--- src/rtl/dma_settings.svh ---
`ifndef DMA_SETTINGS_SVH
`define DMA_SETTINGS_SVH

// Width of one register word in the core datapath
`define DMA_DATA_WIDTH 20

// Register file address width, the file holds 2^N words
`define DMA_REG_ADDR_WIDTH 8

// Entries in the I/O translation table
`define DMA_TABLE_DEPTH 64

// Bus byte address width
`define DMA_BUS_ADDR_WIDTH 32

// Byte address of bus word 0 of the endpoint
`define DMA_BASE_ADDRESS 32'h43c0_0000

`endif

--- src/rtl/dma_pkg.sv ---
`include "dma_settings.svh"

package dma_pkg;

    typedef logic [`DMA_DATA_WIDTH-1:0] reg_data_t;
    typedef logic [`DMA_REG_ADDR_WIDTH-1:0] reg_addr_t;
    typedef logic [$clog2(`DMA_TABLE_DEPTH)-1:0] table_index_t;
    typedef logic [31:0] bus_word_t;
    typedef logic [2:0] channel_count_t;

    // Read FSM of the endpoint
    typedef enum logic [1:0] {
        idle,
        bus_read,
        wait_read,
        stream_read
    } read_state_t;

    // Word offsets of the configuration registers on the bus
    localparam bus_word_t word_channel_count = 32'd0;
    localparam bus_word_t word_table_address = 32'd1;
    localparam bus_word_t word_table_data = 32'd2;

endpackage

--- src/rtl/bus_register_bridge.sv ---
`include "dma_settings.svh"

module bus_register_bridge import dma_pkg::*; (
    input  logic                           clock,
    input  logic                           reset,
    input  logic                           bus_write_strobe,
    input  logic [`DMA_BUS_ADDR_WIDTH-1:0] bus_write_address,
    input  bus_word_t                      bus_write_data,
    output logic                           bus_write_ready,
    input  logic                           bus_read_strobe,
    input  logic [`DMA_BUS_ADDR_WIDTH-1:0] bus_read_address,
    output logic                           bus_read_ready,
    output logic                           bus_read_valid,
    output bus_word_t                      bus_read_data,
    output logic                           write_index_valid,
    output bus_word_t                      write_index,
    output bus_word_t                      write_word,
    input  logic                           write_index_ready,
    output logic                           read_index_valid,
    output bus_word_t                      read_index,
    input  logic                           read_index_ready,
    input  logic                           read_reply_valid,
    input  bus_word_t                      read_reply_word
);

    bus_word_t write_offset;
    bus_word_t read_offset;

    // Byte offset inside the endpoint window
    assign write_offset = bus_word_t'(bus_write_address - `DMA_BASE_ADDRESS);
    assign read_offset = bus_word_t'(bus_read_address - `DMA_BASE_ADDRESS);

    // A slot accepts a new request when it is empty or is emptied in this cycle
    assign bus_write_ready = !write_index_valid || write_index_ready;
    assign bus_read_ready = !read_index_valid || read_index_ready;

    always_ff @(posedge clock) begin
        if (!reset) begin
            write_index_valid <= 1'b0;
            read_index_valid <= 1'b0;
        end else begin
            if (bus_write_ready) begin
                write_index_valid <= bus_write_strobe;
            end
            if (bus_read_ready) begin
                read_index_valid <= bus_read_strobe;
            end
        end
    end

    // Index and data only load together with a counted strobe
    always_ff @(posedge clock) begin
        if (bus_write_ready && bus_write_strobe) begin
            write_index <= write_offset >> 2;
            write_word <= bus_write_data;
        end
        if (bus_read_ready && bus_read_strobe) begin
            read_index <= read_offset >> 2;
        end
    end

    // Replies need no buffering, the bus waits for each one
    assign bus_read_valid = read_reply_valid;
    assign bus_read_data = read_reply_word;

endmodule

--- config.mk ---
export PLATFORM = sky130hd
export DESIGN_NAME = bus_register_bridge
export DESIGN_NICKNAME = d
export VERILOG_FILES = /design/src/rtl/dma_pkg.sv /design/src/rtl/bus_register_bridge.sv
export VERILOG_INCLUDE_DIRS = /design/src /design/src/rtl
export SDC_FILE = /design/constraint.sdc
export NUM_CORES = 1
export LEC_CHECK = 0
export BUFFER_PORTS_ARGS = -buffer_cell sky130_fd_sc_hd__buf_2
export CAP_MARGIN = 15
export CORE_AREA = 3 3 104 106
export DETAILED_ROUTE_END_ITERATION = 8
export DIE_AREA = 0 0 107 109
export PLACE_DENSITY = 0.71
export SLEW_MARGIN = 0
export SYNTH_ARGS = -nofsm -noshare
export SYNTH_HDL_FRONTEND = slang
export SYNTH_SLANG_ARGS = --single-unit
--- constraint.sdc ---
create_clock -name clock -period 3.3 [get_ports clock]
set_clock_uncertainty 0.2 [all_clocks]
set_input_delay 0.33 -clock clock [delete_from_list [all_inputs] [get_ports clock]]
set_output_delay 0.33 -clock clock [all_outputs]
set_load 0.01 [all_outputs]
==> results.sh <==
export IMPL_io_buffers=193
export IMPL_cts_sinks=94
export IMPL_required_ps=3090
export IMPL_worstPathArrival_ps=1530
export IMPL_cap_violations=0
export IMPL_synth_largest_area_cell="edfxtp_1"
export IMPL_avgRoutedWirePerCell_um=16.28
export IMPL_tritoncts="yes"
export IMPL_final_hold_viol_count=0
export IMPL_startpoint_type="register"
export IMPL_synth_top_family_by_area="buffers and inverters"
export IMPL_grt_max_degree=63
export IMPL_status="finished clean"
export IMPL_dp_hpwl_um=6537
export IMPL_dr_first_iter_drc_count=81
export IMPL_fin_util_pct=53.35
export IMPL_fin_nets=562
export IMPL_die_w_um=107
export IMPL_core_um2=9864
export IMPL_synth_mux_area_fraction_pct=0
export IMPL_ctsHoldBuffers=73
export IMPL_synth_top_area_share_pct=80.61
export IMPL_yosys_warnings=0
export IMPL_cts_buffers=9
export IMPL_slew_limit_headroom_pct=50.05
export IMPL_wl_um=9184
export IMPL_ir_worst_vdd_v=0.0002622
export IMPL_clock_latency_ps=360
export IMPL_hold_path_class="input pin to register"
export IMPL_rows=36
export IMPL_power_leakage_nw=2.235
export IMPL_die_h_um=109
export IMPL_synth_most_common_cell="edfxtp_1"
export IMPL_grt_pass1_wl_um=13340
export IMPL_rsz0062_at_grt="false"
export IMPL_syn_area_um2=3427
export IMPL_grtUsageMet3_pct=7.342
export IMPL_tns_ps=0
export IMPL_syn_avg_cell_area_um2=19.04
export IMPL_min_period_ps=1746
export IMPL_synth_simple_gate_area_share_pct=3.505
export IMPL_drive_gt1_share_pct=50.00
export IMPL_synth_distinct_cells=20
export IMPL_dr_pass1_iters=6
export IMPL_postRouteAntennaNets=0
export IMPL_synth_edf_count=92
export IMPL_ys_ff_latch=94
export IMPL_fmax_mhz=572.6
export IMPL_synthXorXnorAreaFrac_pct=3.578
export IMPL_setup_violations=0
export IMPL_synth_compound_area_share_pct=1.752
export IMPL_cts_buffer_depth=2
export IMPL_top_usage_layer="met2"
export IMPL_drcViolationCount=0
export IMPL_grt_pass1_vias=2435
export IMPL_gr_usage_met2_pct=28.01
export IMPL_end_kind="register"
export IMPL_dieArea_um2=11660
export IMPL_cts_setup_buffers=0
export IMPL_vias_per_cell=4.254
export IMPL_clkTransAtPathRegs_ps=100
export IMPL_grt_usage_pct=15.52
export IMPL_htreeDepth=3
export IMPL_crit_fanout=62
export IMPL_routabilityCongestion=0.8005
export IMPL_root_buffer="clkbuf_8"
export IMPL_overflow=0
export IMPL_synth_common_cells="edfxtp_1, buf_4, xor2_1"
export IMPL_vias=2399
export IMPL_tightest_slew_ps=749.2
export IMPL_synth_seq_area_share_pct=81.78
export IMPL_synthTopCellsByArea="edfxtp_1, buf_4, xor2_1"
export IMPL_post_route_period_util_pct=52.92
export IMPL_cts_resized=0
export IMPL_met1_usage_pct=14.76
export IMPL_synth_fa_ha_area_share_pct=0.7302
export IMPL_synthCells=180
export IMPL_slew_viol_final=0
export IMPL_ios=268
export IMPL_antenna_found_initial=1
export IMPL_crit_type="register to register"
export IMPL_async_flop_share_pct=0
export IMPL_syn_to_final_growth_pct=53.56
export IMPL_power_density_nw_per_um2=486.2
export IMPL_total_power_w=0.002558
export IMPL_ys_dominant_reg_cell="edfxtp_1"
export IMPL_initial_utilization_pct=34.74
layout make-up:
| class | count | area, um2 |
|---|---|---|
| diodes | 1 | 2.502 |
| clock buffers | 10 | 127.6 |
| clock inverters | 6 | 92.59 |
| fillers | 814 | 4602 |
| inverters | 4 | 15.01 |
| multi-input cells | 48 | 344.1 |
| flip-flops and latches | 94 | 2803 |
| well taps | 133 | 166.4 |
| repair buffers | 268 | 1712 |
critical path: stages, from the launching register on:
cell and delay, ps:
dfxtp_1 320, nand2b_1 100, and2_2 140, buf_4 580
cell usage in the layout, fill, tap and decap left out:
cell type,count
nor2b_1,2
clkbuf_1,1
nand3_1,4
clkbuf_8,9
inv_6,2
a21boi_0,2
edfxtp_1,92
bufinv_16,2
dlygate4sd3_1,73
inv_1,4
o41ai_1,2
diode_2,1
and2_2,1
nand2_1,2
xnor2_1,6
o21ai_0,2
ha_1,2
nand2b_1,2
o21ai_2,2
buf_2,193
nor2_1,4
and2_1,1
and4_1,2
conb_1,4
buf_4,2
dfxtp_1,2
xor2_1,8
or4_4,2
clkinvlp_4,2
kinds of logic (layout without fill, tap and decap cells):
logic type / count (synthesis) / count (layout)
compound gates: 8 / 8
xor+xnor: 14 / 14
fa+ha+maj: 2 / 2
buf+inv: 41 / 288
flops: 94 / 94
other cells: 1 / 5
simple gates: 20 / 20
registers in the layout, indices dropped and copies added (netlist names):
register,flops
read_index,30
read_index_valid,1
write_index,30
write_index_valid,1
write_word,32
through the flow:
stage / std cells / worst slack [ps] / hold slack [ps] / area (um2)
6_report: 564 / 1554 / 29.39 / 5263
5_1_grt: 564 / 1405 / 11.14 / 5263
4_1_cts: 563 / 1536 / 14.48 / 5260
3_5_place_dp: 474 / 1401 / 308.1 / 4309
3_3_place_gp: 474 / 1414 / 306.4 / 4309
2_1_floorplan: 183 / 674.3 / 228.9 / 3438
layer usage:
metal	vias to the layer above	share of wire [%]
li1	1112	-
met1	1095	32
met2	168	52
met3	24	12
met4	0	3.4
met5	-	0
worst paths after layout:
kind              slack [ps]              start  cells past startpoint               end
setup reg to reg        1550  write_index_valid                      3   write_index[16]
hold / removal            30              reset                      2  read_index_valid
hold reg to reg          350   read_index_valid                      2  read_index_valid
setup / recovery        1550  write_index_valid                      3   write_index[16]
power by group:
| group | internal (W) | leakage (nW) | switching (W) |
|---|---|---|---|
| clock network | 0.000432 | 0.104 | 0.000401 |
| logic | 0.000161 | 1.22 | 0.000147 |
| registers | 0.00140 | 0.907 | 0.0000181 |
| total | 0.00199 | 2.24 | 0.000566 |
Note: power is estimated with default switching activity, not from simulation.
