<file path="config.mk">
export PLATFORM = sky130hd
export DESIGN_NAME = dma_endpoint
export DESIGN_NICKNAME = d
export VERILOG_FILES = /design/src/rtl/dma_pkg.sv /design/src/rtl/dma_endpoint.sv
export VERILOG_INCLUDE_DIRS = /design/src /design/src/rtl
export SDC_FILE = /design/constraint.sdc
export NUM_CORES = 2
export LEC_CHECK = 0
export BUFFER_PORTS_ARGS = -buffer_cell sky130_fd_sc_hd__buf_2
export CELL_PAD_IN_SITES_DETAIL_PLACEMENT = 1
export CELL_PAD_IN_SITES_GLOBAL_PLACEMENT = 2
export CORE_MARGIN = 4
export CORE_UTILIZATION = 45
export DETAILED_ROUTE_END_ITERATION = 8
export HOLD_SLACK_MARGIN = 0.1
export PLACE_DENSITY_LB_ADDON = 0.1
export SYNTH_ARGS = -nofsm -noshare
export SYNTH_HDL_FRONTEND = slang
export SYNTH_SLANG_ARGS = --single-unit
</file>
<file path="constraint.sdc">
create_clock -name clock -period 4.6 [get_ports clock]
set_input_delay 0.23 -clock clock [delete_from_list [all_inputs] [get_ports clock]]
set_output_delay 0.23 -clock clock [all_outputs]
set_load 0.05 [all_outputs]
</file>
<file path="src/rtl/dma_settings.svh">
`ifndef DMA_SETTINGS_SVH
`define DMA_SETTINGS_SVH

// Width of one register word in the core datapath
`define DMA_DATA_WIDTH 20

// Register file address width, the file holds 2^N words
`define DMA_REG_ADDR_WIDTH 8

// Entries in the I/O translation table
`define DMA_TABLE_DEPTH 64

// Bus byte address width
`define DMA_BUS_ADDR_WIDTH 32

// Byte address of bus word 0 of the endpoint
`define DMA_BASE_ADDRESS 32'h43c0_0000

`endif

</file>
<file path="src/rtl/dma_pkg.sv">
`include "dma_settings.svh"

package dma_pkg;

    typedef logic [`DMA_DATA_WIDTH-1:0] reg_data_t;
    typedef logic [`DMA_REG_ADDR_WIDTH-1:0] reg_addr_t;
    typedef logic [$clog2(`DMA_TABLE_DEPTH)-1:0] table_index_t;
    typedef logic [31:0] bus_word_t;
    typedef logic [2:0] channel_count_t;

    // Read FSM of the endpoint
    typedef enum logic [1:0] {
        idle,
        bus_read,
        wait_read,
        stream_read
    } read_state_t;

    // Word offsets of the configuration registers on the bus
    localparam bus_word_t word_channel_count = 32'd0;
    localparam bus_word_t word_table_address = 32'd1;
    localparam bus_word_t word_table_data = 32'd2;

endpackage

</file>
<file path="src/rtl/dma_endpoint.sv">
`include "dma_settings.svh"

module dma_endpoint import dma_pkg::*; (
    input  logic           clock,
    input  logic           reset,
    input  logic           write_index_valid,
    input  bus_word_t      write_index,
    input  bus_word_t      write_word,
    output logic           write_index_ready,
    input  logic           read_index_valid,
    input  bus_word_t      read_index,
    output logic           read_index_ready,
    output logic           read_reply_valid,
    output bus_word_t      read_reply_word,
    input  logic           dma_write_valid,
    input  table_index_t   dma_write_channel,
    input  reg_data_t      dma_write_data,
    input  logic           dma_request_valid,
    input  table_index_t   dma_request_channel,
    output logic           dma_request_ready,
    output logic           dma_response_valid,
    output reg_data_t      dma_response_data,
    output logic           rf_write_enable,
    output reg_addr_t      rf_write_address,
    output reg_data_t      rf_write_data,
    output reg_addr_t      rf_read_address,
    input  reg_data_t      rf_read_data,
    output channel_count_t channel_count
);

    // Bus words 3 up to this limit map onto table entries 1 and up
    localparam int TABLE_WORD_LIMIT = `DMA_TABLE_DEPTH + 2;

    reg_addr_t    translation_table [`DMA_TABLE_DEPTH];
    table_index_t table_address;
    read_state_t  state;

    logic         dma_write_live;
    logic         bus_write_taken;
    logic         write_is_register;
    table_index_t write_entry;

    logic         read_is_register;
    table_index_t read_entry;
    bus_word_t    config_read_word;
    bus_word_t    config_word;
    logic         reply_from_register;

    // A DMA write wins the single register file write port
    assign write_index_ready = !dma_write_valid;

    assign dma_write_live = dma_write_valid && (dma_write_channel != '0);
    assign bus_write_taken = write_index_valid && write_index_ready;

    assign write_is_register = (write_index > word_table_data) &&
                               (write_index < bus_word_t'(TABLE_WORD_LIMIT));
    assign write_entry = table_index_t'(write_index - 32'd2);

    always_ff @(posedge clock) begin
        if (!reset) begin
            rf_write_enable <= 1'b0;
            channel_count <= '0;
            table_address <= '0;
            for (int i = 0; i < `DMA_TABLE_DEPTH; i++) begin
                translation_table[i] <= reg_addr_t'(i);
            end
        end else begin
            rf_write_enable <= dma_write_live;
            if (bus_write_taken) begin
                case (write_index)
                    word_channel_count: channel_count <= channel_count_t'(write_word);
                    word_table_address: table_address <= table_index_t'(write_word);
                    word_table_data: begin
                        translation_table[table_address] <= reg_addr_t'(write_word);
                    end
                    default: rf_write_enable <= write_is_register;
                endcase
            end
        end
    end

    // The enable alone decides whether this word lands
    always_ff @(posedge clock) begin
        if (dma_write_valid) begin
            rf_write_address <= translation_table[dma_write_channel];
            rf_write_data <= dma_write_data;
        end else begin
            rf_write_address <= translation_table[write_entry];
            rf_write_data <= reg_data_t'(write_word);
        end
    end

    // Both readies are up only while the FSM is idle, and the DMA side goes first
    assign dma_request_ready = (state == idle);
    assign read_index_ready = (state == idle) && !dma_request_valid;

    assign read_is_register = (read_index > word_table_data) &&
                              (read_index < bus_word_t'(TABLE_WORD_LIMIT));
    assign read_entry = table_index_t'(read_index - 32'd2);

    always_comb begin
        case (read_index)
            word_channel_count: config_read_word = bus_word_t'(channel_count);
            word_table_address: config_read_word = bus_word_t'(table_address);
            word_table_data: begin
                config_read_word = bus_word_t'(translation_table[table_address]);
            end
            default: config_read_word = '0;
        endcase
    end

    always_ff @(posedge clock) begin
        if (!reset) begin
            state <= idle;
            dma_response_valid <= 1'b0;
            read_reply_valid <= 1'b0;
        end else begin
            dma_response_valid <= 1'b0;
            read_reply_valid <= 1'b0;
            case (state)
                idle: begin
                    // Channel 0 requests are taken and then forgotten
                    if (dma_request_valid) begin
                        if (dma_request_channel != '0) begin
                            state <= wait_read;
                        end
                    end else if (read_index_valid) begin
                        state <= bus_read;
                    end
                end
                wait_read: begin
                    state <= stream_read;
                end
                stream_read: begin
                    dma_response_valid <= 1'b1;
                    state <= idle;
                end
                bus_read: begin
                    read_reply_valid <= 1'b1;
                    state <= idle;
                end
                default: begin
                    state <= idle;
                end
            endcase
        end
    end

    // Register file data is valid two cycles after the address is launched here
    always_ff @(posedge clock) begin
        if (state == idle) begin
            if (dma_request_valid) begin
                rf_read_address <= translation_table[dma_request_channel];
            end else if (read_index_valid) begin
                rf_read_address <= translation_table[read_entry];
                reply_from_register <= read_is_register;
                config_word <= config_read_word;
            end
        end
        if (state == stream_read) begin
            dma_response_data <= rf_read_data;
        end
    end

    // Register data arrives together with the reply pulse
    assign read_reply_word = reply_from_register ? bus_word_t'(rf_read_data) : config_word;

endmodule

</file>
==> results.py <==
metrics = {
    "run_status": {
        "status": "finished clean",
    },
    "timing": {
        "setup_slack_ns": 1.04,
        "setup_viol": 0,
        "rsz0062_at_grt": "false",
        "period_share_pct": 77.4,
        "skew_ns": 0.0279,
        "fin_setup_tns_ns": 0,
        "timing.final.crit_period_ns": 3.56,
        "slew_violations": 0,
        "worst_slew_pin_slew_ns": 1.18,
        "max-slew-margin-rel_pct": 21.1,
        "finalHoldViolations": 0,
        "fmax_mhz": 281,
    },
    "final_layout": {
        "design_area_sq_um": 49500,
        "final_common_cell": "mux4_2",
        "regArea_sq_um": 17500,
        "num-fill-cells": 9207,
        "nets": 3613,
        "multi_input_area_sq_um": 23700,
        "final_cell_mix": "mux4_2, edfxtp_1, nor2_1, nand2_1, buf_4",
        "syn2layout_area_growth_pct": 16.0,
        "final_layout_size_suffix_gt1_share_pct": 37.7,
        "fin_util_pct": 52.8,
    },
    "routing": {
        "avgViaCountPerCell": 7.79,
        "drc": 0,
        "ant_nets": 0,
        "totalWireLength_microns": 230000,
        "first_pass_iters": 9,
        "drtIter0Drc": 7083,
        "vias": 37200,
        "wl_per_cell_microns": 48.1,
    },
    "synth": {
        "ys.flop_type": "edfxtp_1",
        "synth-async-reset-ratio_pct": 0,
        "synth_edf_count": 549,
        "yosys.area.top_type": "edfxtp_1",
        "ys_seq_elements": 597,
        "synth_cell_types": 66,
        "syn_avg_cell_area_sq_um": 13.6,
        "yosys-top-cells-area": "edfxtp_1, mux4_2, mux2i_1",
        "netlist_area_sq_um": 42700,
        "synth_cells": 3144,
        "ys_warn_count": 0,
        "yosysSeqAreaShare_pct": 40.8,
        "synth_top_area_share_pct": 38.6,
    },
    "pwr": {
        "seq_power_share_pct": 40.2,
        "totalPowerFinal_w": 0.0162,
        "ir_worst_vdd_uv": 319,
        "power_frac_comb_pct": 21.6,
        "p_sw_w": 0.00497,
        "swShare_pct": 30.7,
        "p_clk_share_pct": 38.2,
        "powerDensity_nw_per_um2": 327,
        "power.internal_w": 0.0112,
        "p_leak_nw": 16.3,
    },
    "setup_path": {
        "cp_data_arrival_time_ns": 3.91,
        "crit_required_ns": 4.95,
        "critPathCaptureType": "flip-flop",
        "startpoint_type": "flip-flop",
        "crit_path_max_fanout": 43,
        "critical_path_class": "flip-flop to flip-flop",
    },
    "clocking": {
        "cts.sinks": 597,
        "cts-resized-gates": 0,
        "cts-buffers-inserted": 76,
        "clkLatencyLatePin_ns": 0.66,
        "cts_tree": "built",
        "cts_buffer_depth": 3,
        "htree_levels": 3,
        "path_clk_slew_ns": 0.07,
        "root_buffer": "clkbuf_16",
    },
    "place": {
        "port_buffers": 226,
        "place.gp.congestion": 1.00,
        "postPlaceCellArea_sq_um": 46400,
        "post-place-ws_ns": 0.895,
        "hpwl_microns": 159000,
    },
    "floorplan": {
        "die_w_microns": 316,
        "start_util_pct": 45.6,
        "die_h_microns": 316,
        "core_sq_um": 93700,
        "fp.dieArea_sq_um": 99900,
        "io_pins": 251,
        "fp-row-count": 112,
    },
    "global_routing": {
        "grt_use_total_pct": 45.6,
        "antenna_found_initial": 12,
        "grt_pass1_wl_microns": 308000,
        "grt-ovfl-total": 0,
        "grt_pass1_vias": 36500,
        "grt_max_degree": 91,
    },
    "run": {
        "cap_viol_max_count": 0,
    },
    "min_path": {
        "min_path_type": "primary input to flip-flop",
    },
}
==> worst max-delay path, stage by stage, from the launching register on <==
cell,delay [ns]
dfxtp_4,0.67
buf_12,0.43
mux4_2,0.62
mux4_2,0.49
mux2i_1,0.50
nor2_1,0.09
a211o_1,0.37
==> logic make-up (layout without fill, tap and decap cells) <==
| kind of cell | count (synthesis) | after routing | synth area share (%) |
|---|---|---|---|
| DFF | 597 | 597 | 40.8 |
| buffers and inverters | 347 | 708 | 3.99 |
| and+or+nand+nor | 925 | 925 | 9.15 |
| AOI/OAI and AO/OA | 376 | 376 | 6.02 |
| adders and majority gates | 2 | 2 | 0.0586 |
| muxes | 884 | 884 | 39.6 |
| xor gates and xnor gates | 12 | 12 | 0.290 |
| other | 1 | 20 | 0.00878 |
==> worst paths after layout <==
path,endpoint,slack [ns],cells past startpoint,from
max,config_word[2],1.04,6,flip-flop
min,rf_write_enable,0.15,2,reset
max reg2reg,config_word[2],1.04,6,flip-flop
min reg2reg,read_reply_valid,0.50,1,state[1]
==> state kept, by name (all words and copies together) (netlist names), named ones only <==
register	count
translation_table	512
dma_response_data	20
rf_write_data	20
config_word	8
rf_read_address	8
rf_write_address	8
table_address	6
channel_count	3
state	2
dma_response_valid	1
read_reply_valid	1
reply_from_register	1
rf_write_enable	1
==> metrics by stage <==
step | cells | hold slack [ns]
6_report | 4778 | 0.145
5_1_grt | 4770 | 0.134
4_1_cts | 4770 | 0.112
3_5_place_dp | 4571 | 0.423
3_3_place_gp | 4571 | 0.419
2_1_floorplan | 3155 | 0.329
==> area by class of cell <==
type / count / area share, %
multi-input cells: 2211 / 47.9
flip-flops and latches: 597 / 35.2
repair buffers: 555 / 8.42
clock buffers: 113 / 4.62
well taps: 1254 / 3.17
clock inverters: 24 / 0.465
inverters: 16 / 0.121
diodes: 8 / 0.0404
==> power groups by stage <==
stage	Combinational (W)	Sequential [W]	Clock [W]
after detailed placement	0.00329	0.00659	0
after global routing	0.00350	0.00653	0.00643
after CTS	0.00334	0.00648	0.00619
after global placement	0.00326	0.00655	0
after floorplan	0.00178	0.00663	0
final	0.00349	0.00651	0.00618
==> timing repair <==
item                       in CTS  in global routing
hold endpoints to repair       53                  0
setup endpoints to repair       0                  0
setup buffers                   0                  0
hold buffers                   62                  0
==> synthesized netlist by cell type (all sizes together) (3+ instances only) <==
| master | number |
|---|---|
| and2 | 25 |
| o22ai | 6 |
| or3 | 3 |
| o21ai | 108 |
| a211o | 4 |
| nor3 | 40 |
| nand3b | 4 |
| o2bb2ai | 3 |
| o311ai | 4 |
| a21o | 3 |
| xor2 | 6 |
| mux2 | 40 |
| a21oi | 43 |
| nor3b | 3 |
| clkbuf | 173 |
| o31ai | 8 |
| a31oi | 22 |
| nand2b | 19 |
| or2 | 7 |
| a311oi | 6 |
| a22o | 7 |
| o221ai | 7 |
| mux4 | 642 |
| a22oi | 41 |
| nor2b | 26 |
| nand4 | 8 |
| mux2i | 202 |
| nand3 | 18 |
| a221o | 16 |
| nor2 | 400 |
| a211oi | 22 |
| dfxtp | 48 |
| edfxtp | 549 |
| xnor2 | 6 |
| o211ai | 7 |
| and3 | 11 |
| nor4 | 16 |
| buf | 158 |
| a221oi | 58 |
| inv | 15 |
| o2111ai | 3 |
| nand2 | 338 |
| a2111oi | 4 |
==> routing by layer <==
metal,track usage [%],vias up,share of wire [%]
li1,-,13400,-
met1,57.3,19200,34
met2,65.3,3821,42
met3,19.9,829,16
met4,27.7,10,7.6
met5,0.484,-,0.050
Power figures use the tool's default switching activity.
